--- config.mk ---
export PLATFORM = sky130hd
export DESIGN_NAME = dot_engine
export DESIGN_NICKNAME = d
export VERILOG_FILES = /design/src/common/matmul_pkg.sv /design/src/engine/dot_engine.sv
export VERILOG_INCLUDE_DIRS = /design/src /design/src/common
export SDC_FILE = /design/constraint.sdc
export NUM_CORES = 1
export LEC_CHECK = 0
export CORE_AREA = 3 3 329 169
export DETAILED_ROUTE_END_ITERATION = 6
export DIE_AREA = 0 0 332 172
export DONT_BUFFER_PORTS = 1
export GPL_ROUTABILITY_DRIVEN = 0
export SLEW_MARGIN = 20
export SYNTH_ARGS = -nofsm -noshare
export SYNTH_HDL_FRONTEND = slang
export SYNTH_SLANG_ARGS = --single-unit
export TNS_END_PERCENT = 50
--- constraint.sdc ---
create_clock -name clk -period 8.4 [get_ports clk]
set_clock_uncertainty 0.15 [all_clocks]
set_input_delay 1.68 -clock clk [delete_from_list [all_inputs] [get_ports clk]]
set_output_delay 1.68 -clock clk [all_outputs]
set_load 0.005 [all_outputs]
--- src/common/matmul_defines.svh ---
`ifndef MATMUL_DEFINES_SVH
`define MATMUL_DEFINES_SVH

// ==============================
// Datapath sizes
// ==============================

// Elements per line, lane 0 in the low bits
`define MM_LANES 4

// Signed lane width, products and sums wrap at this width
`define MM_ELEM_W 16

// ==============================
// Buffering and counters
// ==============================

`define MM_FIFO_DEPTH 16 // Entries per line FIFO, power of two
`define MM_DIM_W 16 // M, N, K and line counters

// Free output entries kept for rows still in the adder tree
`define MM_AFULL_MARGIN 2

`endif
--- src/common/matmul_pkg.sv ---
`default_nettype none
`include "matmul_defines.svh"

package matmul_pkg;

	// ==============================
	// Data types
	// ==============================

	typedef logic signed [`MM_ELEM_W-1:0] t_elem; // One lane value
	typedef t_elem [`MM_LANES-1:0] t_line; // Lane 0 sits in the low bits
	typedef logic [`MM_DIM_W-1:0] t_dim; // Dimension or count

	// ==============================
	// Control encodings
	// ==============================

	// Host register map
	typedef enum logic [1:0] {
		CSR_RUN = 2'd0, // Nonzero write starts a job
		CSR_M   = 2'd1, // Rows of A
		CSR_N   = 2'd2, // Rows of transposed B
		CSR_K   = 2'd3 // Dot product length
	} t_csr_addr;

	// Controller states
	typedef enum logic [0:0] {
		ST_IDLE,
		ST_RUN
	} t_run_state;

endpackage

`default_nettype wire

--- src/engine/dot_engine.sv ---
`timescale 1ns/1ns
`default_nettype none
`include "matmul_defines.svh"

module dot_engine import matmul_pkg::*; (
	input  logic  clk,
	input  logic  reset,
	input  logic  run, // Clears the row position
	input  t_dim  k_lines, // Lines per row
	input  t_line a_dout,
	input  t_line b_dout,
	input  logic  a_empty,
	input  logic  b_empty,
	input  logic  out_afull,
	output logic  pop, // Shared by both operand FIFOs
	output logic  dot_valid,
	output t_elem dot_value
);

	localparam int lanes = `MM_LANES;
	localparam int half = lanes / 2;

	logic line_v; // Operand data on a_dout and b_dout
	t_dim line_cnt;
	logic first_line;
	logic last_line;
	logic row_end;
	t_elem prod [lanes];
	t_elem acc [lanes];
	t_elem sum1 [half];
	logic acc_v;
	logic sum1_v;

	// ==============================
	// Operand fetch
	// ==============================

	// Pairs only, and only with room for the rows in flight
	assign pop = !a_empty && !b_empty && !out_afull;

	always_ff @(posedge clk) begin
		if (reset) begin
			line_v <= 1'b0;
		end else begin
			line_v <= pop; // FIFO read data lands one cycle later
		end
	end

	always_ff @(posedge clk) begin
		if (reset || run) begin
			line_cnt <= '0;
		end else if (line_v) begin
			line_cnt <= last_line ? '0 : line_cnt + 1'b1;
		end
	end

	assign first_line = (line_cnt == '0);
	assign last_line = (line_cnt == k_lines - 1'b1);
	assign row_end = line_v && last_line;

	// ==============================
	// Multiply-accumulate per lane
	// ==============================

	always_comb begin
		for (int l = 0; l < lanes; l++) begin
			prod[l] = a_dout[l] * b_dout[l]; // Wraps to the lane width
		end
	end

	always_ff @(posedge clk) begin
		if (line_v) begin
			for (int l = 0; l < lanes; l++) begin
				acc[l] <= first_line ? prod[l] : acc[l] + prod[l]; // Load on a new row
			end
		end
	end

	// ==============================
	// Adder tree, two registered levels
	// ==============================

	always_ff @(posedge clk) begin
		for (int p = 0; p < half; p++) begin
			sum1[p] <= acc[2*p] + acc[2*p+1];
		end
		dot_value <= sum1[0] + sum1[1]; // Four lanes, two pair sums
	end

	// Valid follows the data through acc, level 1, level 2
	always_ff @(posedge clk) begin
		if (reset) begin
			acc_v <= 1'b0;
			sum1_v <= 1'b0;
			dot_valid <= 1'b0;
		end else begin
			acc_v <= row_end;
			sum1_v <= acc_v;
			dot_valid <= sum1_v;
		end
	end

	// A row length of zero would never close a row
	a_rows_closed: assert property (@(posedge clk) disable iff (reset)
		line_v |-> k_lines != '0);

endmodule

`default_nettype wire

==> impl_metrics.env <==
export IMPL_synth_nets=3854
export IMPL_clkSinkCount=132
export IMPL_cts_root_buf="clkbuf_16"
export IMPL_io_buffers=0
export IMPL_hold_viol=0
export IMPL_grt_max_degree=65
export IMPL_crit_arrival_ps=7690
export IMPL_avgSynthCellArea_um2=8.70
export IMPL_grt_pass1_wl_mm=109
export IMPL_drv_slew=0
export IMPL_syn_inst=3025
export IMPL_drc=0
export IMPL_drt_wirelength_per_cell_um=18.1
export IMPL_grt_pass1_vias=20100
export IMPL_critPathKind="in2reg"
export IMPL_cts_tree="done"
export IMPL_r2r_setup_slack_ps=4770
export IMPL_synthTopCellsByArea="fa_1 (25%), ha_1 (17%), and2_1 (8.0%)"
export IMPL_layout_commonest_cell="inv_1"
export IMPL_htree_levels=4
export IMPL_antenna_cells=0
export IMPL_start_kind="input pin"
export IMPL_yosys_area_top_type="fa_1"
export IMPL_max_slew_margin_pct=32.8
export IMPL_grt_busiest_layer="met1"
export IMPL_mostFrequentLayoutCells="inv_1 (527), ha_1 (356), and2_1 (336)"
export IMPL_finalWirelength_mm=67.0
export IMPL_area_delta_synth_final_pct=4.60
export IMPL_synth_cell_type_count=62
export IMPL_ant_nets=0
export IMPL_yosys_area_top_type_share_pct=24.6
export IMPL_die_height_um=172
export IMPL_drtIter0Drc=1382
export IMPL_die_x_um=332
export IMPL_synth_cell_area_um2=26300
export IMPL_synthFlopType="dfxtp_1"
export IMPL_ys_seq_elements=132
export IMPL_clk_path_buf_depth=2
export IMPL_status="finished, final reports clean"
export IMPL_post_dp_hpwl_mm=55.6
export IMPL_cts_repair_resized=0
export IMPL_layout_drive_gt1_share_pct=2.35
export IMPL_final_setup_tns_ps=0
export IMPL_clk_pin_slew_ps=70
export IMPL_post_cts_setup_buffers=0
export IMPL_synth_seq_area_share_pct=12.5
export IMPL_min_period_ps=7650
export IMPL_dieArea_um2=57100
export IMPL_grtUsageTotal_pct=23.9
export IMPL_use_met1_pct=38.1
export IMPL_critPathCaptureType="flip-flop"
export IMPL_antenna_found_initial=0
export IMPL_period_share_pct=91.1
export IMPL_crit_path_max_fanout=12
export IMPL_finish_net_count=3800
export IMPL_worst_pin_slew_ps=995
export IMPL_finalSetupViolCount=0
export IMPL_start_util_pct=49.5
export IMPL_synth_edf_count=64
export IMPL_cts_made_buffers=17
export IMPL_required_ps=8440
export IMPL_synth_warnings=0
export IMPL_overflow=0
export IMPL_max_cap_violations=0
export IMPL_rsz0062_at_grt="false"
export IMPL_vias=20000
export IMPL_clk_latency_ps=440
export IMPL_gr_usage_met3_pct=5.12
export IMPL_dr_pass1_iters=6
export IMPL_row_count=60
export IMPL_hold_buffers=0
export IMPL_fmax_mhz=131
export IMPL_hp_class="reg2reg"
export IMPL_vias_per_cell=5.40
export IMPL_design_core_area_um2=53200
export IMPL_ioPinCount=168
export IMPL_async_flop_share_pct=0
export IMPL_grtUsageMet2_pct=33.4
-- critical path, stage by stage --
cell and delay (ps):
and2_1 150, fa_1 530, inv_1 50, fa_1 470, inv_1 40, ha_1 180
fa_1 480, fa_1 560, inv_1 50, fa_1 480, inv_1 40, ha_1 370
nand2_1 70, o21ai_0 360, a21oi_1 150, xnor2_1 170, ha_1 250, or3_1 380
o311ai_0 560, a21oi_1 190, xnor2_1 160, nor2_1 100, xnor3_1 230
-- state kept, by name, summed over array words and instances, names as in the netlist --
register and cells:
acc 64, sum1 32, dot_value 16, line_cnt 16
acc_v 1, dot_valid 1, line_v 1, sum1_v 1
-- Yosys cell counts (all sizes together) (8+ instances only) --
| cell | count |
|---|---|
| a211oi | 17 |
| a21o | 22 |
| a21oi | 100 |
| a311oi | 11 |
| a31oi | 9 |
| and2 | 336 |
| and3 | 18 |
| clkbuf | 75 |
| dfxtp | 68 |
| edfxtp | 64 |
| fa | 323 |
| ha | 356 |
| inv | 527 |
| mux2 | 11 |
| nand2 | 311 |
| nand2b | 25 |
| nand3 | 40 |
| nor2 | 109 |
| nor2b | 24 |
| nor3 | 53 |
| nor3b | 8 |
| nor4 | 12 |
| o21a | 19 |
| o21ai | 64 |
| o21bai | 8 |
| o31ai | 15 |
| or2 | 14 |
| or3 | 27 |
| xnor2 | 205 |
| xor2 | 66 |
-- final timing paths --
path / endpoint / cells past startpoint / start
worst min-delay path: sum1_v / 1 / acc_v
worst min register to register: sum1_v / 1 / acc_v
worst max register to register: sum1[0][30] / 11 / acc[3][0]
worst max-delay path: acc[1][15] / 23 / b_dout[20]
-- layout make-up --
cell class                      instances  area (µm²)
Fill cell                            4989       25600
Multi-Input combinational cell       2290       20800
Sequential cell                       132        3290
Inverter                              527        1980
Tap cell                              713         892
Clock buffer                           19         475
Clock inverter                         13         108
Timing Repair Buffer                    3        22.5
-- per-layer routing --
layer	vias up	wire, µm
li1	9550	-
met1	9809	34600
met4	0	530
met2	558	26700
met5	-	0
met3	38	5090
-- per-stage QoR --
| step | area (µm²) | util [%] | worst slack [ps] | hold WS (ps) | cells |
|---|---|---|---|---|---|
| 2_1_floorplan | 26300 | - | 538 | 264 | 3025 |
| 3_3_place_gp | 26900 | 50.7 | 462 | 273 | 3665 |
| 3_5_place_dp | 26900 | 50.7 | 311 | 273 | 3665 |
| 4_1_cts | 27500 | 51.8 | 783 | 289 | 3697 |
| 5_1_grt | 27500 | 51.8 | 356 | 319 | 3697 |
| 6_report | 27500 | 51.8 | 750 | 287 | 3697 |
-- logic make-up (layout without fill, tap and decap cells) --
logic type / after synthesis / after routing / share of synthesized area, %
and+or+nand+nor: 1001 / 1001 / 19.6
adders and majority gates: 679 / 679 / 41.5
DFF: 132 / 132 / 12.5
muxes: 14 / 14 / 0.585
buffers and inverters: 603 / 562 / 8.63
xor gates and xnor gates: 275 / 275 / 9.36
AOI/OAI and AO/OA: 321 / 321 / 7.84
Power is left out: the tool's default activity adds up to more than one toggle a clock period on the data nets, which glitch-free logic cannot reach.
