<file path="src/common/matmul_defines.svh">
`ifndef MATMUL_DEFINES_SVH
`define MATMUL_DEFINES_SVH

// ==============================
// Datapath sizes
// ==============================

// Elements per line, lane 0 in the low bits
`define MM_LANES 4

// Signed lane width, products and sums wrap at this width
`define MM_ELEM_W 16

// ==============================
// Buffering and counters
// ==============================

`define MM_FIFO_DEPTH 16 // Entries per line FIFO, power of two
`define MM_DIM_W 16 // M, N, K and line counters

// Free output entries kept for rows still in the adder tree
`define MM_AFULL_MARGIN 2

`endif
</file>
<file path="src/common/matmul_pkg.sv">
`default_nettype none
`include "matmul_defines.svh"

package matmul_pkg;

	// ==============================
	// Data types
	// ==============================

	typedef logic signed [`MM_ELEM_W-1:0] t_elem; // One lane value
	typedef t_elem [`MM_LANES-1:0] t_line; // Lane 0 sits in the low bits
	typedef logic [`MM_DIM_W-1:0] t_dim; // Dimension or count

	// ==============================
	// Control encodings
	// ==============================

	// Host register map
	typedef enum logic [1:0] {
		CSR_RUN = 2'd0, // Nonzero write starts a job
		CSR_M   = 2'd1, // Rows of A
		CSR_N   = 2'd2, // Rows of transposed B
		CSR_K   = 2'd3 // Dot product length
	} t_csr_addr;

	// Controller states
	typedef enum logic [0:0] {
		ST_IDLE,
		ST_RUN
	} t_run_state;

endpackage

`default_nettype wire

</file>
<file path="src/engine/line_packer.sv">
`timescale 1ns/1ns
`default_nettype none
`include "matmul_defines.svh"

module line_packer import matmul_pkg::*; (
	input  logic  clk,
	input  logic  reset,
	input  logic  run, // Restart at lane 0
	input  logic  dot_valid,
	input  t_elem dot_value,
	output logic  line_valid, // Push strobe to the output FIFO
	output t_line packed_line
);

	localparam int lanes = `MM_LANES;
	localparam int pos_w = $clog2(lanes);

	logic [pos_w-1:0] pos; // Lane for the next result
	logic last_lane;

	assign last_lane = (pos == pos_w'(lanes - 1));

	always_ff @(posedge clk) begin
		if (reset || run) begin
			pos <= '0;
		end else if (dot_valid) begin
			pos <= last_lane ? '0 : pos + 1'b1;
		end
	end

	// Lowest lane first, row-major order from the engine
	always_ff @(posedge clk) begin
		if (dot_valid) begin
			packed_line[pos] <= dot_value;
		end
	end

	always_ff @(posedge clk) begin
		if (reset) begin
			line_valid <= 1'b0;
		end else begin
			line_valid <= dot_valid && last_lane; // Line complete this edge
		end
	end

	// Previous job left no partial line behind
	a_start_aligned: assert property (@(posedge clk) disable iff (reset) run |-> pos == '0);

endmodule

`default_nettype wire

</file>
<file path="config.mk">
export PLATFORM = sky130hd
export DESIGN_NAME = line_packer
export DESIGN_NICKNAME = d
export VERILOG_FILES = /design/src/common/matmul_pkg.sv /design/src/engine/line_packer.sv
export VERILOG_INCLUDE_DIRS = /design/src /design/src/common
export SDC_FILE = /design/constraint.sdc
export NUM_CORES = 1
export LEC_CHECK = 0
export BUFFER_PORTS_ARGS = -buffer_cell sky130_fd_sc_hd__buf_2
export CORE_UTILIZATION = 47
export CTS_BUF_LIST = sky130_fd_sc_hd__clkbuf_4 sky130_fd_sc_hd__clkbuf_8 sky130_fd_sc_hd__clkbuf_16
export CTS_CLUSTER_SIZE = 14
export DETAILED_ROUTE_END_ITERATION = 10
export GPL_ROUTABILITY_DRIVEN = 0
export HOLD_SLACK_MARGIN = 0.08
export PLACE_DENSITY = 0.76
export SLEW_MARGIN = 20
export SYNTH_ARGS = -nofsm -noshare
export SYNTH_HDL_FRONTEND = slang
export SYNTH_SLANG_ARGS = --single-unit
export TNS_END_PERCENT = 30
</file>
<file path="constraint.sdc">
create_clock -name clk -period 1.5 [get_ports clk]
set_input_delay 0.15 -clock clk [delete_from_list [all_inputs] [get_ports clk]]
set_output_delay 0.15 -clock clk [all_outputs]
set_load 0.005 [all_outputs]
</file>
==> flow_summary.json <==
{
  "status": "complete, no violations",
  "critical_path_arrival_ns": 1.31,
  "syn_inst": 83,
  "slew_violations": 0,
  "syn_nets": 107,
  "syn_avg_cell_area_um2": 25.46,
  "dp_hpwl_um": 2621,
  "htreeDepth": 3,
  "hold_viol": 0,
  "ys.warnings.count": 0,
  "stdcell_area_um2": 3029,
  "synth-adder-area-share_pct": 2.368,
  "synth_area_leaders": "edfxtp_1 (91%), dfxtp_1 (2.8%), ha_1 (2.4%), and2_1 (1.2%), a211oi_2 (0.59%)",
  "n_fill_cell": 300,
  "coreArea_um2": 4324,
  "grt_antenna_before_repair": 0,
  "path_class": "flop to flop",
  "die_w_um": 69.06,
  "cts.sinks": 67,
  "synth_compound_area_share_pct": 0.5921,
  "wl_per_cell_um": 16.55,
  "routed_wl_um": 4254,
  "rr_endpoint": "packed_line[5]$_DFFE_PP_",
  "crit_fanout": 16,
  "place_area_um2": 2629,
  "path_clk_slew_ns": 0.07,
  "io_buffers": 84,
  "fin_skew_ns": 0.008928,
  "cp-startpoint": "pos[0]$_SDFFE_PP0P_",
  "cts-root-buf": "clkbuf_8",
  "grt_pass1_wl_um": 6575,
  "clkLatencyLatePin_ns": 0.33,
  "synth_edf_count": 64,
  "hold_class": "input pin to flop",
  "ioPinCount": 85,
  "synth_ff_type": "edfxtp_1",
  "area_growth_pct": 43.34,
  "fin_ws_ns": 0.1518,
  "cts_tree": "built",
  "power_frac_comb_pct": 4.1,
  "power.net_switching_uw": 748.9,
  "yosys.cell_count.top_type": "edfxtp_1",
  "syn_area_um2": 2113,
  "start_util_pct": 48.87,
  "grt-ovfl-total": 0,
  "r2r-start": "pos[0]$_SDFFE_PP0P_",
  "switching_share_pct": 19.44,
  "synth_common_cells": "edfxtp_1 (64), and2_1 (4), ha_1 (4)",
  "async_reset_ff_share_pct": 0,
  "final_layout_size_suffix_gt1_share_pct": 52.20,
  "n_antenna_cell": 0,
  "setup_viol": 0,
  "grt_use_met3_pct": 7.456,
  "postCtsSetupBuffers": 0,
  "gr-max-usage-layer": "met2",
  "grt_pass1_vias": 1278,
  "worst_hold_slack_ns": 0.1930,
  "leakage_nw": 1.206,
  "antenna_left": 0,
  "vias": 1203,
  "cp-end-kind": "flop",
  "rsz0062_at_grt": "false",
  "use_met2_pct": 31.93,
  "seqPwrFrac_pct": 54.6,
  "dp_worst_setup_slack_ns": -0.1402,
  "relSlewSlack_pct": 69.60,
  "drc": 0,
  "worst-slew-pin-transition_ns": 0.4559,
  "worst_path_max_delay_cell": "and2_2",
  "viasPerCell": 4.681,
  "drt_iter0_markers": 53,
  "power.internal_mw": 3.103,
  "synth_xor_area_share_pct": 0,
  "grt_max_degree": 17,
  "ys_types": 11,
  "period_minus_slack_ns": 1.348,
  "track_usage_pct": 18.79,
  "die-area_um2": 4769,
  "maxCapViolCount": 0,
  "irDropWorstVdd_mv": 0.6870,
  "numCtsBuffers": 9,
  "crit_buf_inv": 1,
  "synth_top_family_by_area": "simple AND/OR/NAND/NOR gates",
  "crit_path_end": "packed_line[5]$_DFFE_PP_",
  "synthSimpleGateAreaFrac_pct": 2.427,
  "ys_ff_latch": 67,
  "worst-r2r-setup-slack_ns": 0.15,
  "yosys.area.top_type_share_pct": 90.94,
  "rows": 24,
  "layout.nets": 224,
  "finalCritPeriodShare_pct": 89.88,
  "cp_top_family": "simple AND/OR/NAND/NOR gates",
  "p_clk_share_pct": 41.3,
  "synth_largest_area_cell": "edfxtp_1",
  "timing.fmax_mhz": 741.7,
  "die_y_um": 69.06,
  "cpPeakStageDelay_ns": 0.43,
  "drtPass1Iterations": 4,
  "clock_path_buffers": 2,
  "crit_chain": "inv_1, ha_1, and2_2",
  "powerDensity_nw_per_um2": 1272,
  "startpoint_type": "flop",
  "r2r_cells": 3,
  "muxShareOfSynthArea_pct": 0.4737,
  "met1_usage_pct": 21.85,
  "yosysSeqAreaShare_pct": 93.78,
  "worstPathRequired_ns": 1.46,
  "crit_cells": 3
}
routing by layer:
layer,share of wire (%),vias up
met5,0,-
met1,41,596
met2,53,44
li1,-,559
met4,0.82,0
met3,5.2,4
sequential cells by signal, summed over array words and instances, names as in the netlist:
signal       cells
pos              2
packed_line     64
line_valid       1
stage by stage:
step | instances | power (mW) | utilization (%) | setup TNS [ns]
6_report | 257 | 3.852 | 70.05 | 0
5_1_grt | 257 | 3.967 | 70.05 | 0
4_1_cts | 257 | 3.861 | 70.05 | 0
3_5_place_dp | 223 | 2.264 | 60.79 | -4.222
3_3_place_gp | 223 | 2.258 | 60.79 | -1.701
2_1_floorplan | 83 | 2.174 | - | 0
how the worst min path moves through the flow:
stage	slack (ns)	to	startpoint	cells after the start
6_report	0.19	pos[0]$_SDFFE_PP0P_	dot_valid	3
5_1_grt	0.22	pos[0]$_SDFFE_PP0P_	dot_valid	3
4_1_cts	0.19	pos[0]$_SDFFE_PP0P_	dot_valid	3
3_5_place_dp	0.34	pos[0]$_SDFFE_PP0P_	run	2
3_3_place_gp	0.35	pos[0]$_SDFFE_PP0P_	run	2
2_1_floorplan	0.21	pos[0]$_SDFFE_PP0P_	reset	1
power by group through the flow:
stage          logic, mW  registers, mW  clock network (mW)
2_1_floorplan     0.0218           2.15                   0
3_3_place_gp       0.112           2.15                   0
3_5_place_dp       0.119           2.15                   0
4_1_cts            0.157           2.10                1.60
5_1_grt            0.169           2.11                1.69
6_report           0.157           2.10                1.59
placed cells by master (no fill, tap or decap):
| master | instances |
|---|---|
| buf_2 | 84 |
| edfxtp_1 | 64 |
| dlygate4sd3_1 | 18 |
| clkbuf_8 | 9 |
| ha_1 | 4 |
| buf_4 | 4 |
| and2_2 | 3 |
| dfxtp_1 | 3 |
| inv_1 | 2 |
| clkinvlp_4 | 2 |
| bufinv_16 | 2 |
| and2_1 | 1 |
| or3b_1 | 1 |
| nand2b_1 | 1 |
| a211oi_2 | 1 |
| mux2i_1 | 1 |
| nor3_1 | 1 |
| nor2b_1 | 1 |
| clkinv_1 | 1 |
| clkinv_4 | 1 |
| clkinv_2 | 1 |
cell families (layout without fill, tap and decap cells):
logic type,Yosys count,after routing
adder cells (fa/ha/maj),4,4
AO/OA/AOI/OAI,1,1
AND/OR/NAND/NOR,8,8
multiplexers,1,1
flip-flops,67,67
buffers and inverters,2,124
timing repair:
action	in CTS	in global routing
setup endpoints to repair	48	0
gates resized for setup	3	0
endpoints found under the hold margin	67	0
hold buffers	18	0
worst min-delay path: cells and delay by family:
kind            cells  cell delay, ns
buf+inv             1            0.13
simple gates        1            0.13
compound gates      1            0.06
layout make-up:
type / count / area, um2 / share of cell area, %
inverter: 2 / 7.507 / 0.2478
sequential: 67 / 1982 / 65.43
multi-input combinational: 14 / 127.6 / 4.213
clock buffer: 9 / 123.9 / 4.089
clock inverter: 7 / 92.59 / 3.057
tap: 52 / 65.06 / 2.148
timing repair buffer: 106 / 630.6 / 20.82
Power figures use the tool's default switching activity.
