==> config.mk <==
export PLATFORM = sky130hd
export DESIGN_NAME = afu_ctrl
export DESIGN_NICKNAME = d
export VERILOG_FILES = /design/src/common/matmul_pkg.sv /design/src/afu_ctrl.sv
export VERILOG_INCLUDE_DIRS = /design/src /design/src/common
export SDC_FILE = /design/constraint.sdc
export NUM_CORES = 1
export LEC_CHECK = 0
export BUFFER_PORTS_ARGS = -buffer_cell sky130_fd_sc_hd__buf_4
export CELL_PAD_IN_SITES_DETAIL_PLACEMENT = 0
export CELL_PAD_IN_SITES_GLOBAL_PLACEMENT = 1
export CORE_ASPECT_RATIO = 1.25
export CORE_MARGIN = 4
export CORE_UTILIZATION = 45
export CTS_CLUSTER_DIAMETER = 100
export DETAILED_ROUTE_END_ITERATION = 7
export HOLD_SLACK_MARGIN = 0.15
export PLACE_DENSITY = 0.89
export SYNTH_ARGS = -nofsm -noshare
export SYNTH_HDL_FRONTEND = slang
export SYNTH_SLANG_ARGS = --single-unit
==> constraint.sdc <==
create_clock -name clk -period 5.9 [get_ports clk]
set_input_delay 0.59 -clock clk [delete_from_list [all_inputs] [get_ports clk]]
set_output_delay 0.59 -clock clk [all_outputs]
set_load 0.05 [all_outputs]
==> src/common/matmul_defines.svh <==
`ifndef MATMUL_DEFINES_SVH
`define MATMUL_DEFINES_SVH

// ==============================
// Datapath sizes
// ==============================

// Elements per line, lane 0 in the low bits
`define MM_LANES 4

// Signed lane width, products and sums wrap at this width
`define MM_ELEM_W 16

// ==============================
// Buffering and counters
// ==============================

`define MM_FIFO_DEPTH 16 // Entries per line FIFO, power of two
`define MM_DIM_W 16 // M, N, K and line counters

// Free output entries kept for rows still in the adder tree
`define MM_AFULL_MARGIN 2

`endif
==> src/common/matmul_pkg.sv <==
`default_nettype none
`include "matmul_defines.svh"

package matmul_pkg;

	// ==============================
	// Data types
	// ==============================

	typedef logic signed [`MM_ELEM_W-1:0] t_elem; // One lane value
	typedef t_elem [`MM_LANES-1:0] t_line; // Lane 0 sits in the low bits
	typedef logic [`MM_DIM_W-1:0] t_dim; // Dimension or count

	// ==============================
	// Control encodings
	// ==============================

	// Host register map
	typedef enum logic [1:0] {
		CSR_RUN = 2'd0, // Nonzero write starts a job
		CSR_M   = 2'd1, // Rows of A
		CSR_N   = 2'd2, // Rows of transposed B
		CSR_K   = 2'd3 // Dot product length
	} t_csr_addr;

	// Controller states
	typedef enum logic [0:0] {
		ST_IDLE,
		ST_RUN
	} t_run_state;

endpackage

`default_nettype wire

==> src/afu_ctrl.sv <==
`timescale 1ns/1ns
`default_nettype none
`include "matmul_defines.svh"

module afu_ctrl import matmul_pkg::*; (
	input  logic      clk,
	input  logic      reset,
	input  logic      csr_wr, // One-cycle write strobe
	input  t_csr_addr csr_addr,
	input  t_dim      csr_data,
	input  logic      line_valid, // Output line pushed
	input  logic      out_empty,
	output logic      run, // One-cycle start pulse
	output t_dim      k_lines, // Lines per row
	output logic      idle
);

	localparam int lane_sh = $clog2(`MM_LANES);
	localparam int cnt_w = 2 * `MM_DIM_W; // Holds the full M*N product

	t_run_state state;
	t_dim m_dim;
	t_dim n_dim;
	t_dim k_dim;
	logic busy;
	logic run_req;
	logic [cnt_w-1:0] job_lines;
	logic [cnt_w-1:0] line_cnt;
	logic job_done;

	// ==============================
	// Register writes
	// ==============================

	// Configuration frozen from the run pulse until the job drains
	assign busy = (state == ST_RUN) || run;
	assign run_req = csr_wr && (csr_addr == CSR_RUN) && (csr_data != '0) && !busy;

	always_ff @(posedge clk) begin
		if (reset) begin
			m_dim <= '0;
			n_dim <= '0;
			k_dim <= '0;
		end else if (csr_wr && !busy) begin
			case (csr_addr)
				CSR_M: m_dim <= csr_data;
				CSR_N: n_dim <= csr_data;
				CSR_K: k_dim <= csr_data;
				default: ; // CSR_RUN goes through run_req
			endcase
		end
	end

	always_ff @(posedge clk) begin
		if (reset) begin
			run <= 1'b0;
		end else begin
			run <= run_req; // Pulse, busy blocks a repeat
		end
	end

	assign k_lines = k_dim >> lane_sh; // K is a multiple of LANES

	// ==============================
	// Job tracking
	// ==============================

	assign job_lines = (cnt_w'(m_dim) * cnt_w'(n_dim)) >> lane_sh;

	always_ff @(posedge clk) begin
		if (reset || run) begin
			line_cnt <= '0;
		end else if (line_valid) begin
			line_cnt <= line_cnt + 1'b1;
		end
	end

	// All lines produced and taken by the host
	assign job_done = (line_cnt == job_lines) && out_empty;

	always_ff @(posedge clk) begin
		if (reset) begin
			state <= ST_IDLE;
		end else begin
			case (state)
				ST_IDLE: if (run) state <= ST_RUN;
				ST_RUN:  if (job_done) state <= ST_IDLE;
				default: state <= ST_IDLE;
			endcase
		end
	end

	assign idle = (state == ST_IDLE);

	// Packer output only while a job is active
	a_line_in_run: assert property (@(posedge clk) disable iff (reset)
		line_valid |-> state == ST_RUN);

endmodule

`default_nettype wire

==> results of run 1 <==
[how the worst min path moves through the flow]
stage,to,slack (ns),depth (start not counted)
after floorplan,m_dim[15],0.47,2
after global placement,k_dim[13],0.48,2
after detailed placement,k_dim[13],0.49,2
after CTS,run,0.46,2
after global routing,run,0.47,2
final,run,0.47,2
[final cells by class]
type / instances / area share (%)
repair buffers: 222 / 12.2
inverters: 186 / 4.73
well taps: 345 / 2.92
clock inverters: 7 / 0.703
multi-input cells: 1079 / 66.7
flip-flops and latches: 80 / 11.2
clock buffers: 9 / 1.53
[per-stage QoR]
step	util, %	TNS [ns]	power (mW)	cell area (um2)	hold WS (ns)
after floorplan	-	0	0.708	12400	0.468
after global placement	52.6	-0.408	0.815	14100	0.479
after detailed placement	52.6	-0.604	0.819	14100	0.487
after CTS	54.9	-0.148	1.47	14700	0.462
after global routing	55.0	-0.370	1.52	14800	0.470
final	55.0	-0.137	1.46	14800	0.472
[worst max-delay path, cell delays in order (launching register included)]
cell,delay (ns)
dfxtp_4,0.38
buf_6,0.15
and2_1,0.17
fa_1,0.50
inv_1,0.06
fa_1,0.56
fa_2,0.45
fa_1,0.58
fa_2,0.44
fa_1,0.50
inv_2,0.05
ha_4,0.28
a21o_1,0.16
a31oi_2,0.14
and3_4,0.20
a2111oi_2,0.36
and4_1,0.29
nand4_1,0.13
nor4_2,0.16
o2111ai_1,0.14
o31a_1,0.24
[per-layer routing]
metal	up-vias	GRT usage, %
met5	-	0
met4	0	11.5
met3	97	2.94
met2	265	40.2
met1	5180	29.2
li1	4847	-
[kinds of logic (layout without fill, tap and decap cells)]
logic type               after synthesis  after routing  synth area share (%)
AO/OA/AOI/OAI                        150            150                  8.42
multiplexers                          35             35                  2.86
AND/OR/NAND/NOR                      531            531                  20.5
XOR/XNOR                              63             63                  4.56
other                                  1              2                0.0306
buffers and inverters                265            424                  8.28
adder cells (fa/ha/maj)              298            298                  42.3
flip-flops                            80             80                  13.1
[flip-flops by register name (all words and copies together), names as in the netlist]
| name | count |
|---|---|
| state | 1 |
| k_dim | 14 |
| line_cnt | 32 |
| m_dim | 16 |
| run | 1 |
| n_dim | 16 |
[placed cells by master (no fill, tap or decap), drive strengths merged, types with 14 or more instances in the layout]
cell type and count:
buf 222, mux2i 35, a21oi 60, nand4 21
nor2 87, o21ai 20, and2 99, a21o 14
nand3 18, xor2 29, fa 194, dfxtp 80
nand2 235, xnor2 34, inv 188, ha 104
[power breakdown]
group | switching (mW) | internal, mW
Sequential | 0.0205 | 0.550
Combinational | 0.139 | 0.106
Clock | 0.267 | 0.376
[what timing repair did]
item                                    4_1_cts  5_1_grt
endpoints found under the setup margin        1        1
resized for setup                            69        8
buffers inserted                              8        0
pin swaps                                    24        6
endpoints found under the hold margin         0        0
cloned                                        0        0
==> flow_summary.ini, run 1 <==
[detailed_routing]
routed_wirelength_um = 33600
ant_nets = 0
drc = 0
drt-pass1-iter-count = 5
drt_iter0_markers = 606
wl_per_cell_um = 17.4
routed-wl-met2_um = 17000
highest_layer = met4
wl_met1_um = 13500
num_vias = 10400
viasPerCell = 5.39
met3WireLength_um = 1340

[cts]
cts-root-buf = clkbuf_16
cts_tree = built
clock_latency_ns = 0.37
path_clk_slew_ns = 0.07
htreeDepth = 3
cts_buffers = 9
clockBufferDepth = 2
ctsHoldBuffers = 0
cts_sinks = 80

[global_routing]
grt-ovfl-total = 0
grt_pass1_wl_um = 55700
antenna_found_initial = 0
grt_pass1_vias = 11000
grt_start_max_net_pins = 50
grt_use_total_pct = 23.4

[floorplan]
die_w_um = 156
die_h_um = 193
dieArea_um2 = 30000
start_util_pct = 45.7
coreArea_um2 = 26800
io_pins = 41
rows = 67

[sta]
hold_viol_final = 0
tightest_slew_ns = 1.14
fmax_ghz = 0.166
max_slew_margin_pct = 23.7
fin_crit_sh_pct = 102
slew_viol_final = 0
setup_violations = 1
finalWorstSetupSlack_ns = -0.137
clock_skew_ns = 0.00901
fin_crit_ns = 6.04
grt_setup_unrepaired = true

[worst_setup_path]
cp.arrival_ns = 6.29
crit_type = flip-flop to flip-flop
r2r-start = m_dim[10]
reg2reg_depth = 20
startpoint = m_dim[10]
crit_end = state
r2r-end = state
worstPathRequired_ns = 6.15
crit_fanout = 9
start_kind = flip-flop
rrSetupSlack_ns = -0.14
end_kind = flip-flop

[synth]
ys.flop_type = dfxtp_1
syn_area_um2 = 12300
yosys-top-cells-count = 235 x nand2_1, 194 x fa_1, 186 x inv_1
ys_ff_latch = 80
synth-seq-area-share_pct = 13.1
synth_top_area_share_pct = 31.7
syn_area_per_cell_um2 = 8.62
synth_area_leaders = fa_1 32%, dfxtp_1 13%, ha_1 11%, nand2_1 7.2%, inv_1 5.7%
async_flop_share_pct = 0
synth-edff-count = 0
synth_cell_types = 69
yosysMostFrequentCell = nand2_1
yosys_warnings = 0
synthesis.instances = 1423
synth_area_leader_cell = fa_1

[run]
maxCapViolations = 0

[hold_path]
hold_start = csr_addr[1]
hp-class = input pin to flip-flop

[place]
pre_cts_ws_ns = -0.604
portBuffers = 38
gp_congestion = 0.936
dp_hpwl_um = 28400
placed_cells = 1904

[finish]
fillers = 2413
multi_input_comb_area_um2 = 9850
finalNetCount = 1899
antennaDiodeCount = 0
syn_to_final_growth_pct = 20.4
final_layout_size_suffix_gt1_share_pct = 19.8
fin_cells = 1928
ff_latch_area_um2 = 1650

[pwr]
peakVddDrop_mv = 0.109
power_density_nw_per_um2 = 98.8
power_leakage_nw = 6.45

[run_status]
run_status = finished, violations left
violations = setup timing
Note: power is estimated with default switching activity, not from simulation.
==> run 2, diff against run 1 <==
SKIP_CTS_REPAIR_TIMING = 1   (was unset)
==> run 2 against run 1 <==
Compared with the run above: the flow still finishes with violations (setup timing); combinational power about the same; via count about the same; setup slack improved by 0.016 ns.
==> flow_summary.ini, run 2 (synthesis results as in run 1) <==
[cts]
clockBufferDepth = 2
cts_sinks = 80
cts-root-buf = clkbuf_16
cts_buffers = 9
clock_latency_ns = 0.37
cts_tree = built
htreeDepth = 3
path_clk_slew_ns = 0.07

[place]
portBuffers = 38
pre_cts_ws_ns = -0.604
post_dp_cell_area_um2 = 14100
dp_hpwl_um = 28400
gp_congestion = 0.936
placed_cells = 1904

[worst_setup_path]
crit_end = state
cp.arrival_ns = 6.27
end_kind = flip-flop
critPathMaxStageDelay_ns = 0.56
rrSetupSlack_ns = -0.12
startpoint = m_dim[9]
r2r-end = state
r2r-start = m_dim[9]
reg2reg_depth = 20
crit_type = flip-flop to flip-flop
critPathSlowestCell = fa_1
crit_fanout = 8
start_kind = flip-flop
crit_path_frequent_cell = fa_1
worstPathCellList = buf_4, and2_1, fa_1, inv_1, fa_1, fa_2, fa_1, fa_2, fa_1, inv_2, ha_4, a21o_1, a31oi_4, and3_1, a2111oi_2, and4_1, nand4_1, nor4_2, o2111ai_1, o31a_1
worstPathRequired_ns = 6.15

[sta]
grt_setup_unrepaired = true
fin_crit_ns = 6.02
setup_violations = 1
timing.hold.ws_ns = 0.475
hold_viol_final = 0
finalWorstSetupSlack_ns = -0.121
max_slew_margin_pct = 23.7
fin_crit_sh_pct = 102
fmax_ghz = 0.166
slew_viol_final = 0
clock_skew_ns = 0.0101
tightest_slew_ns = 1.14

[global_routing]
grt_pass1_wl_um = 54800
antenna_found_initial = 0
grt_pass1_vias = 10800
grt_use_total_pct = 23.1
grt_start_max_net_pins = 50
grt-ovfl-total = 0

[finish]
stdcell_area_um2 = 14900
final_cell_mix = 234 x nand2_1, 210 x buf_4, 190 x fa_1
reg_top3 = line_cnt: 32 flops, m_dim: 16 flops, n_dim: 16 flops
final_layout_size_suffix_gt1_share_pct = 21.0
syn_to_final_growth_pct = 21.5
largest-register = line_cnt
finalNetCount = 1900
layout_commonest_cell = nand2_1
largest_reg_flops = 32
antennaDiodeCount = 0
fin_cells = 1929

[pwr]
power_leakage_nw = 6.48
power_density_nw_per_um2 = 98.1
peakVddDrop_mv = 0.111
p_total_mw = 1.46

[run_status]
violations = setup timing
run_status = finished, violations left

[floorplan]
io_pins = 41
rows = 67
dieArea_um2 = 30000
start_util_pct = 45.7
die_w_um = 156
die_h_um = 193
coreArea_um2 = 26800

[detailed_routing]
num_vias = 10400
drc = 0
routed_wirelength_um = 33800
drt-pass1-iter-count = 6
ant_nets = 0
viasPerCell = 5.39
drt_iter0_markers = 597
wl_per_cell_um = 17.5

[run]
maxCapViolations = 0

[hold_path]
hp-class = input pin to flip-flop
-- run 2: cell count changes in the layout (fill, tap and decap cells not counted), moves of 2 or more --
cell and delta:
fa_1 -2, dfxtp_2 +4, a21oi_2 +2, dfxtp_1 -5, ha_1 -4, ha_4 +5, a21oi_1 -2, fa_2 +2
-- run 2: report_power, final --
group          leakage [nW]  total, mW  switching (mW)  internal, mW
sequential            0.663      0.570          0.0204         0.550
combinational          5.67      0.248           0.141         0.107
clock                 0.154      0.643           0.267         0.376
-- run 2: worst min path at each step --
stage                startpoint         to  cells after the start
detailed placement    k_dim[13]  k_dim[13]                      2
global placement      k_dim[13]  k_dim[13]                      2
global route        csr_addr[1]        run                      2
finish              csr_addr[1]        run                      2
floorplan             m_dim[15]  m_dim[15]                      2
CTS                 csr_addr[1]        run                      2
-- run 2: per-layer routing --
metal / up-vias / wire [um] / GRT usage (%)
met3: 81 / 1380 / 2.96
met4: 0 / 1510 / 10.6
li1: 4844 / - / -
met5: - / 0 / 0
met2: 264 / 17300 / 39.9
met1: 5210 / 13600 / 28.7
-- run 2: per-stage QoR --
step	setup TNS, ns	utilization, %
CTS	-0.669	53.8
global placement	-0.408	52.6
global route	-0.308	55.5
detailed placement	-0.604	52.6
finish	-0.121	55.5
floorplan	0	-
-- run 2: area by class of cell --
cell class | count | area [um2]
clock inverters | 7 | 104
multi-input cells | 1079 | 9960
fillers | 2415 | 11900
flip-flops and latches | 80 | 1660
inverters | 186 | 698
well taps | 345 | 432
repair buffers | 223 | 1810
clock buffers | 9 | 225
-- run 2: critical path, delay by kind of cell (launching register included) --
kind / cells / cell delay [ns]
adders and majority gates: 7 / 3.23
AOI/OAI and AO/OA: 5 / 1.06
and+or+nand+nor: 5 / 0.95
DFF: 1 / 0.38
buffers and inverters: 3 / 0.26
