### src/common/matmul_defines.svh
`ifndef MATMUL_DEFINES_SVH
`define MATMUL_DEFINES_SVH

// ==============================
// Datapath sizes
// ==============================

// Elements per line, lane 0 in the low bits
`define MM_LANES 4

// Signed lane width, products and sums wrap at this width
`define MM_ELEM_W 16

// ==============================
// Buffering and counters
// ==============================

`define MM_FIFO_DEPTH 16 // Entries per line FIFO, power of two
`define MM_DIM_W 16 // M, N, K and line counters

// Free output entries kept for rows still in the adder tree
`define MM_AFULL_MARGIN 2

`endif
### src/common/matmul_pkg.sv
`default_nettype none
`include "matmul_defines.svh"

package matmul_pkg;

	// ==============================
	// Data types
	// ==============================

	typedef logic signed [`MM_ELEM_W-1:0] t_elem; // One lane value
	typedef t_elem [`MM_LANES-1:0] t_line; // Lane 0 sits in the low bits
	typedef logic [`MM_DIM_W-1:0] t_dim; // Dimension or count

	// ==============================
	// Control encodings
	// ==============================

	// Host register map
	typedef enum logic [1:0] {
		CSR_RUN = 2'd0, // Nonzero write starts a job
		CSR_M   = 2'd1, // Rows of A
		CSR_N   = 2'd2, // Rows of transposed B
		CSR_K   = 2'd3 // Dot product length
	} t_csr_addr;

	// Controller states
	typedef enum logic [0:0] {
		ST_IDLE,
		ST_RUN
	} t_run_state;

endpackage

`default_nettype wire

### src/line_fifo.sv
`timescale 1ns/1ns
`default_nettype none
`include "matmul_defines.svh"

module line_fifo import matmul_pkg::*; #(
	parameter int afull_margin = 0 // Free entries left when almost_full rises
) (
	input  logic  clk,
	input  logic  reset,
	input  logic  push,
	input  t_line din,
	input  logic  pop,
	output t_line dout, // Valid the cycle after pop
	output logic  empty,
	output logic  full,
	output logic  almost_full
);

	localparam int depth = `MM_FIFO_DEPTH;
	localparam int aw = $clog2(depth);

	t_line mem [depth];
	logic [aw-1:0] wr_ptr;
	logic [aw-1:0] rd_ptr;
	logic [aw:0] level; // One bit wider to reach depth

	// Storage and registered read port
	always_ff @(posedge clk) begin
		if (push) begin
			mem[wr_ptr] <= din;
		end
		if (pop) begin
			dout <= mem[rd_ptr];
		end
	end

	// Pointers wrap on their own, depth is a power of two
	always_ff @(posedge clk) begin
		if (reset) begin
			wr_ptr <= '0;
			rd_ptr <= '0;
			level <= '0;
		end else begin
			if (push) wr_ptr <= wr_ptr + 1'b1;
			if (pop) rd_ptr <= rd_ptr + 1'b1;
			case ({push, pop})
				2'b10:   level <= level + 1'b1;
				2'b01:   level <= level - 1'b1;
				default: ; // Both or neither
			endcase
		end
	end

	assign empty = (level == '0);
	assign full = (level == (aw + 1)'(depth));
	assign almost_full = (level >= (aw + 1)'(depth - afull_margin));

	a_no_overflow: assert property (@(posedge clk) disable iff (reset) push |-> !full);
	a_no_underflow: assert property (@(posedge clk) disable iff (reset) pop |-> !empty);

endmodule

`default_nettype wire

### config.mk
export PLATFORM = sky130hd
export DESIGN_NAME = line_fifo
export DESIGN_NICKNAME = d
export VERILOG_FILES = /design/src/common/matmul_pkg.sv /design/src/line_fifo.sv
export VERILOG_INCLUDE_DIRS = /design/src /design/src/common
export SDC_FILE = /design/constraint.sdc
export NUM_CORES = 1
export LEC_CHECK = 0
export BUFFER_PORTS_ARGS = -buffer_cell sky130_fd_sc_hd__buf_2
export CAP_MARGIN = 20
export CORE_ASPECT_RATIO = 1.75
export CORE_MARGIN = 2
export CORE_UTILIZATION = 57
export CTS_BUF_LIST = sky130_fd_sc_hd__clkbuf_8
export DETAILED_ROUTE_END_ITERATION = 7
export PLACE_DENSITY = 0.78
export SYNTH_ARGS = -nofsm -noshare
export SYNTH_HDL_FRONTEND = slang
export SYNTH_SLANG_ARGS = --single-unit
### constraint.sdc
create_clock -name clk -period 5.4 [get_ports clk]
set_input_delay 0.27 -clock clk [delete_from_list [all_inputs] [get_ports clk]]
set_output_delay 0.27 -clock clk [all_outputs]
set_load 0.02 [all_outputs]
==> run metrics, run 1 <==
vias per inst=~6.3; share of cells above drive strength 1=roughly 34%; Slew HR=around 30%; maximum root-to-sink buffer count=3; routed wire length on met2=around 45 mm; run status=finished clean; Setup violations, final=0; Reg power frac=58.2%; worst-path maximum fanout=64; CTS tree=yes; hold path depth=2; RSZ-0062 raised after global routing=no; kind of critical path=reg2reg; RR Startpoint=rd_ptr[1]$_SDFFE_PP0P_; Top Metal Used=met5; post-synth cell types=35; core footprint=around 0.072 mm2; main combinational cell family by area after synthesis=multiplexers; # fillers=roughly 4400; PwrDens=between 300 and 400 mW/mm2; worst reg-to-reg path cell count=3; FF-to-FF End=dout[15]$_DFFE_PP_; Max VDD drop=~0.26 mV; CP endpoint kind=register; Final Wtd Congestion=0.716; ys flop type=edfxtp_1; Detail Placement HPWL=43.5 mm; Critical Path Start Type=register; Synth Area in Compound Gates=0.130%; clk_lat worst skew=780 ps; htree depth=4; asr flop ratio synth=0%; vias in the first global route=just under 20000; Clock transition at path regs=70 ps; Combinational Power Share=under 10%; Total GRT Usage=23.6%; xor/xnor cell area share of the yosys netlist=0.212%; Worst R2R Setup Slack=roughly 2500 ps; met3 wire len=6.70 mm; # port buffers=between 100 and 150; Die Span Y=between 300 and 400 um; DRT Pass-1 Iters=5; worst hold path type=in2reg; Switching Fraction=approximately 22%; fmax=0.340 GHz; worst hold path startpoint=din[61]; clock share of power=35.0%; Pleak=about 15 nW; Mapped Area=between 0.04 and 0.05 mm2; initial core utilization=57.5%; pins over their slew limit=0; crit-path cells=buf_4 > mux4_2 > mux4_2; Synth Warn #=0; Routed WL=~86 mm; 1st-iter DRT viols=2000; Mapped Cells=roughly 1600; GRT overflow=0; Post-synth EDFFs=1088; Fin. Hold Viols=0; initial antenna violation count=8; Layout area overhead=12.2%; max_cap viols=0; critical path's slowest cell=dfxtp_4; Final Cycle Share=54.5%; post-CTS sizing=0; first-pass GRT wire length=around 130 mm; Final #Nets=approximately 2000; Seq/Total Area, Yosys=around four fifths; arrival time worst endpoint=3450 ps; Yosys reg bits=between 1000 and 1500; Endpoint, Worst Hold=mem[13][61]$_DFFE_PP_; CP required=a little under 6000 ps; Layout Cells excl Fill=~3000; Crit path largest cell delay=around 1100 ps; Worst-Margin Slew=around 1100 ps; I/O pin count=between 100 and 150; Tmin final=2940 ps; die width=just over 200 um; Vias=roughly 18000; CTS buffer count=approximately 150; Clock Tree Root=clkbuf_8; post-synthesis simple-gate area fraction=0.622%; Clock Skew=about 27 ps; pin count of the biggest net entering global routing=84; Syn Area/Cell=~26 um2; Cell Int Power=between 0.01 and 0.015 W; final setup TNS=0 ps; row count=130; Most common cell on crit path=mux4_2; dpl cells=2594; Synth Area in Adders=less than 1%; DIE AREA=approximately 0.075 mm2; Sink Count=~1100; Metal-1 WL=between 30 and 40 mm; post-route ant nets=0; # DRC=0; WL/cell=29.5 um; multiplexer area fraction after synthesis=between 10% and 20%; syn_nets=approximately 1700; switching power=0.00361 W
==> cells in the mapped netlist, types with 3 or more instances <==
cell type | number | share of area (%)
ha_1 | 8 | 0.24
mux4_2 | 316 | 17
buf_2 | 10 | 0.12
clkbuf_1 | 33 | 0.30
buf_1 | 7 | 0.064
mux4_1 | 4 | 0.25
inv_1 | 6 | 0.055
dfxtp_1 | 13 | 0.63
nand2_1 | 5 | 0.046
buf_6 | 24 | 0.66
edfxtp_1 | 1088 | 79
mux2i_1 | 3 | 0.073
nor2_1 | 17 | 0.15
xor2_1 | 8 | 0.17
and2_1 | 16 | 0.24
==> worst max-delay path by stage <==
stage / end / startpoint / slack (ps) / depth (start not counted)
2_1_floorplan: mem[0][0]$_DFFE_PP_ / push / 2540 / 4
3_5_place_dp: dout[6]$_DFFE_PP_ / rd_ptr[1]$_SDFFE_PP0P_ / 2490 / 3
6_report: dout[15]$_DFFE_PP_ / rd_ptr[1]$_SDFFE_PP0P_ / 2460 / 3
5_1_grt: dout[15]$_DFFE_PP_ / rd_ptr[1]$_SDFFE_PP0P_ / 2390 / 3
4_1_cts: dout[15]$_DFFE_PP_ / rd_ptr[1]$_SDFFE_PP0P_ / 2470 / 3
3_3_place_gp: dout[12]$_DFFE_PP_ / rd_ptr[1]$_SDFFE_PP0P_ / 2550 / 3
==> per-layer routing <==
metal / vias up / track usage (%)
met2: 951 / 39.5
li1: 7512 / -
met5: - / 0
met4: 6 / 8.66
met3: 186 / 4.62
met1: 9837 / 31.1
==> worst max-delay path: cells and delay by family, from the launching register on <==
| family | cells | cell delay [ps] |
|---|---|---|
| muxes | 2 | 920 |
| buffers and inverters | 1 | 660 |
| DFF | 1 | 1050 |
==> kinds of logic after synthesis <==
group / Yosys count
buf+inv: 82
fa+ha+maj: 8
flops: 1101
compound gates: 8
simple gates: 50
xor+xnor: 10
mux: 325
==> placed cells by master (no fill, tap or decap), types with 4 or more instances in the layout <==
cell type	instances
nor2_1	17
mux4_1	4
edfxtp_1	1088
buf_12	6
and2_4	16
clkbuf_8	152
mux4_2	316
dfxtp_1	9
diode_2	5
clkinv_1	31
bufinv_16	6
dlygate4sd3_1	68
inv_1	51
dfxtp_4	4
nand2_1	5
xor2_1	8
buf_4	23
clkinv_2	9
ha_1	8
buf_2	133
==> power groups by stage <==
stage / combinational [W] / clock [W] / sequential (W)
3_3_place_gp: 0.00106 / 0 / 0.00986
3_5_place_dp: 0.00110 / 0 / 0.00987
4_1_cts: 0.00115 / 0.00593 / 0.00969
5_1_grt: 0.00121 / 0.00625 / 0.00969
6_report: 0.00113 / 0.00583 / 0.00969
2_1_floorplan: 0.000733 / 0 / 0.00987
==> area by class of cell <==
type	instances	area (um2)	area share, %
inverters	6	22.5	0.0487
well taps	924	1160	2.50
clock inverters	100	593	1.28
repair buffers	230	1640	3.54
flip-flops and latches	1101	32900	71.2
diodes	5	12.5	0.0270
multi-input cells	401	7810	16.9
clock buffers	152	2090	4.52
==> through the flow <==
stage | cell area, um2 | power, W | hold slack, ps | util, % | setup WS [ps]
6_report | 46300 | 0.0166 | 394 | 64.5 | 2460
5_1_grt | 46300 | 0.0171 | 394 | 64.5 | 2390
4_1_cts | 46300 | 0.0168 | 333 | 64.5 | 2470
2_1_floorplan | 41200 | 0.0106 | 339 | - | 2540
3_5_place_dp | 42900 | 0.0110 | 571 | 59.8 | 2490
3_3_place_gp | 42900 | 0.0109 | 556 | 59.8 | 2550
==> registers in the layout, indices dropped and copies added, names as in the netlist <==
signal and flops:
wr_ptr 4, level 5, rd_ptr 4, dout 64
mem 1024
==> what timing repair did <==
item | in CTS | in global routing
hold endpoints to repair | 1051 | 0
setup buffers | 0 | 0
hold buffers | 68 | 0
Power figures use the tool's default switching activity.
==> inputs of run 2 (changes only) <==
--- a/config.mk
+++ b/config.mk
@@ -6,6 +6,7 @@
 export SDC_FILE = /design/constraint.sdc
 export NUM_CORES = 1
 export LEC_CHECK = 0
+export ABC_AREA = 1
 export BUFFER_PORTS_ARGS = -buffer_cell sky130_fd_sc_hd__buf_2
 export CAP_MARGIN = 20
 export CORE_ASPECT_RATIO = 1.75
@@ -13,7 +14,7 @@
 export CORE_UTILIZATION = 57
 export CTS_BUF_LIST = sky130_fd_sc_hd__clkbuf_8
 export DETAILED_ROUTE_END_ITERATION = 7
-export PLACE_DENSITY = 0.78
+export PLACE_DENSITY = 0.81
 export SYNTH_ARGS = -nofsm -noshare
 export SYNTH_HDL_FRONTEND = slang
 export SYNTH_SLANG_ARGS = --single-unit
==> constraint.sdc (replaced) <==
create_clock -name clk -period 2.7 [get_ports clk]
set_input_delay 0.135 -clock clk [delete_from_list [all_inputs] [get_ports clk]]
set_output_delay 0.135 -clock clk [all_outputs]
set_load 0.02 [all_outputs]
==> run 2 against run 1 <==
  * Global-route usage up 1.5 points
  * Combinational power increased by 130%
  * Clock skew rose by 3.5 ps
  * Non-clock buffer count increased by 73
  * Fmax grew 45%
  * Clock-buffer cell count shrank 2
  * Via count rose by 50%
  * Final area grew 9.1%
  * Sequential share of layout area decreased by 5.9 points
  * Total power is 100% higher
  * Critical path type unchanged
  * Register-to-register slack lost 1800 ps
  * Clock power rose by 110%
==> run metrics, run 2 <==
run status=finished clean; most flop-heavy register=mem; max_cap viols=0; Sink Count=between 1000 and 1500; post-route ant nets=0; largest cells by area after synthesis=edfxtp_1 (73%), inv_1 (4.5%), nand3_1 (4.4%); Mapped Area=0.0448 mm2; Syn Area/Cell=approximately 13 um2; critical path's slowest cell=buf_4; initial core utilization=a little under three fifths; Die Span Y=~370 um; # fillers=about 5300; Setup violations, final=0; Reg area=roughly 0.033 mm2; Worst-Margin Slew=between 800 and 900 ps; Clock Tree Root=clkbuf_8; CP required=a little over 3000 ps; Final #Nets=approximately 3700; largest area contributor in the netlist=edfxtp_1; fmax=0.494 GHz; crit-path leading delay family=buffers and inverters; # DRC=0; htree depth=4; vias in the first global route=between 20000 and 30000; # port buffers=about 130; Final Cycle Share=between 70% and 80%; worst hold path startpoint=din[26]; Post-synth EDFFs=~1100; Endpoint, Worst Hold=mem[0][26]$_DFFE_PP_; GRT overflow=0; final setup TNS=0 ps; WL/cell=21.2 um; Yosys top cell area share=roughly 73%; pins over their slew limit=0; Fin. Hold Viols=0; FF-to-FF End=mem[0][45]$_DFFE_PP_; Final Wtd Congestion=0.784; core footprint=around 0.08 mm2; row count=roughly 140; CP endpoint kind=register; CTS buffer count=approximately 150; DIE AREA=between 0.08 and 0.09 mm2; most instantiated library cell after synthesis=edfxtp_1; Layout area overhead=12.6%; crit-path cells=inv_1 > ha_1 > nand2_1 > nor2_4 > buf_4; pin count of the biggest net entering global routing=roughly 120; post-synth cell types=28; ys flop type=edfxtp_1; Critical Path Start=wr_ptr[1]$_SDFFE_PP0P_; Critical Path Start Type=register; worst hold path type=in2reg; share of cells above drive strength 1=between 10% and 20%; Mapped Cells=about 3400; RR Startpoint=wr_ptr[1]$_SDFFE_PP0P_; max reg flops=just over 1000; biggest regs=mem: 1024 flops, dout: 64 flops, level: 5 flops; Crit path largest cell delay=roughly 520 ps; Slew HR=44.2%; most frequent cells in the layout=edfxtp_1 (1088), inv_1 (571), nand3_1 (390); post-CTS sizing=0; kind of critical path=reg2reg; cell area after layout=0.0505 mm2; multi-input logic area=roughly 0.0086 mm2; final core occ=about 64%; Yosys reg bits=around 1100; CP bufs+invs=2; maximum root-to-sink buffer count=3; dpl cells=roughly 4500; Clock transition at path regs=~70 ps; Routed WL=~100 mm; CTS tree=yes; Synth Warn #=0; syn_nets=around 3500; Placed Area=approximately 0.047 mm2; Layout Cells excl Fill=~4800; power consumption=0.0340 W; Seq/Total Area, Yosys=between 70% and 80%; Clock Skew=30.0 ps; asr flop ratio synth=0%; Detail Placement HPWL=54.6 mm; Pleak=roughly 18 nW; hold path depth=2; worst reg-to-reg path cell count=5; first-pass GRT wire length=between 150 and 200 mm; commonest non-fill, non-tap cell in the layout=edfxtp_1; worst-path maximum fanout=31; RSZ-0062 raised after global routing=no; Synth top cells by count=edfxtp_1 (1088), inv_1 (534), nand3_1 (390), nand2_1 (351), a21oi_1 (225); Max VDD drop=roughly 0.45 mV; Vias=~28000; arrival time worst endpoint=2420 ps; PwrDens=between 600 and 700 mW/mm2; clk_lat worst skew=roughly 800 ps; Total GRT Usage=25.1%; Tmin final=roughly 2000 ps; initial antenna violation count=7; vias per inst=between 5 and 6; DRT Pass-1 Iters=6; I/O pin count=around 140; Worst R2R Setup Slack=between 600 and 700 ps; 1st-iter DRT viols=approximately 2800; die width=~220 um
==> run 2: cell types whose count changed in the layout (fill, tap and decap cells not counted), moves of 203 or more <==
cell and change:
o211ai_1 +203, o21ai_0 +218, nand2_1 +346, a21oi_1 +223, mux4_2 -316, inv_1 +520, nand3_1 +388
==> run 2: report_power, final <==
| group | internal [W] | leakage [nW] | switching [W] |
|---|---|---|---|
| sequential | 0.0191 | 9.98 | 0.000128 |
| combinational | 0.000863 | 6.63 | 0.00173 |
| clock | 0.00608 | 1.57 | 0.00610 |
==> run 2: layout make-up <==
class / instances / share of cell area [%]
sequential: 1101 / 65.3
multi-input combinational: 1570 / 17.1
timing repair buffer: 303 / 5.42
clock buffer: 150 / 4.09
inverter: 534 / 3.99
tap: 1035 / 2.57
clock inverter: 114 / 1.50
antenna: 8 / 0.0397
==> run 2: repair_timing <==
action,CTS,global route
hold buffers,67,0
buffers inserted,0,0
hold endpoints to repair,1049,0
endpoints found under the setup margin,0,0
==> run 2: worst max path at each step <==
| stage | cells past startpoint | to |
|---|---|---|
| 2_1_floorplan | 4 | mem[4][0]$_DFFE_PP_ |
| 3_3_place_gp | 5 | mem[0][50]$_DFFE_PP_ |
| 3_5_place_dp | 11 | level[2]$_SDFFE_PP0P_ |
| 4_1_cts | 5 | mem[0][45]$_DFFE_PP_ |
| 5_1_grt | 5 | mem[0][57]$_DFFE_PP_ |
| 6_report | 5 | mem[0][45]$_DFFE_PP_ |
==> run 2: cell families after synthesis <==
logic type / count (synthesis) / synth area share [%]
and+or+nand+nor: 777 / 7.63
DFF: 1101 / 73.5
xor gates and xnor gates: 2 / 0.0391
buffers and inverters: 751 / 7.51
adders and majority gates: 8 / 0.223
AOI/OAI and AO/OA: 783 / 11.1
==> run 2: routing by layer <==
layer,share of wire (%),up-vias,track usage (%)
met3,7.5,283,4.00
met5,0,-,0
met1,35,13457,29.2
li1,-,12680,-
met4,4.1,0,13.2
met2,53,1332,44.5
==> run 2: stage by stage <==
stage          hold slack [ps]  setup slack, ps
2_1_floorplan              234             -118
3_3_place_gp               492              768
3_5_place_dp               493              682
4_1_cts                    173              689
5_1_grt                    230              594
6_report                   245              676
==> run 2: worst reg2reg max path, cell delays in order, from the launching register on <==
cell     delay, ps
dfxtp_1        330
inv_1          130
ha_1           190
nand2_1        220
nor2_4         210
buf_4          520
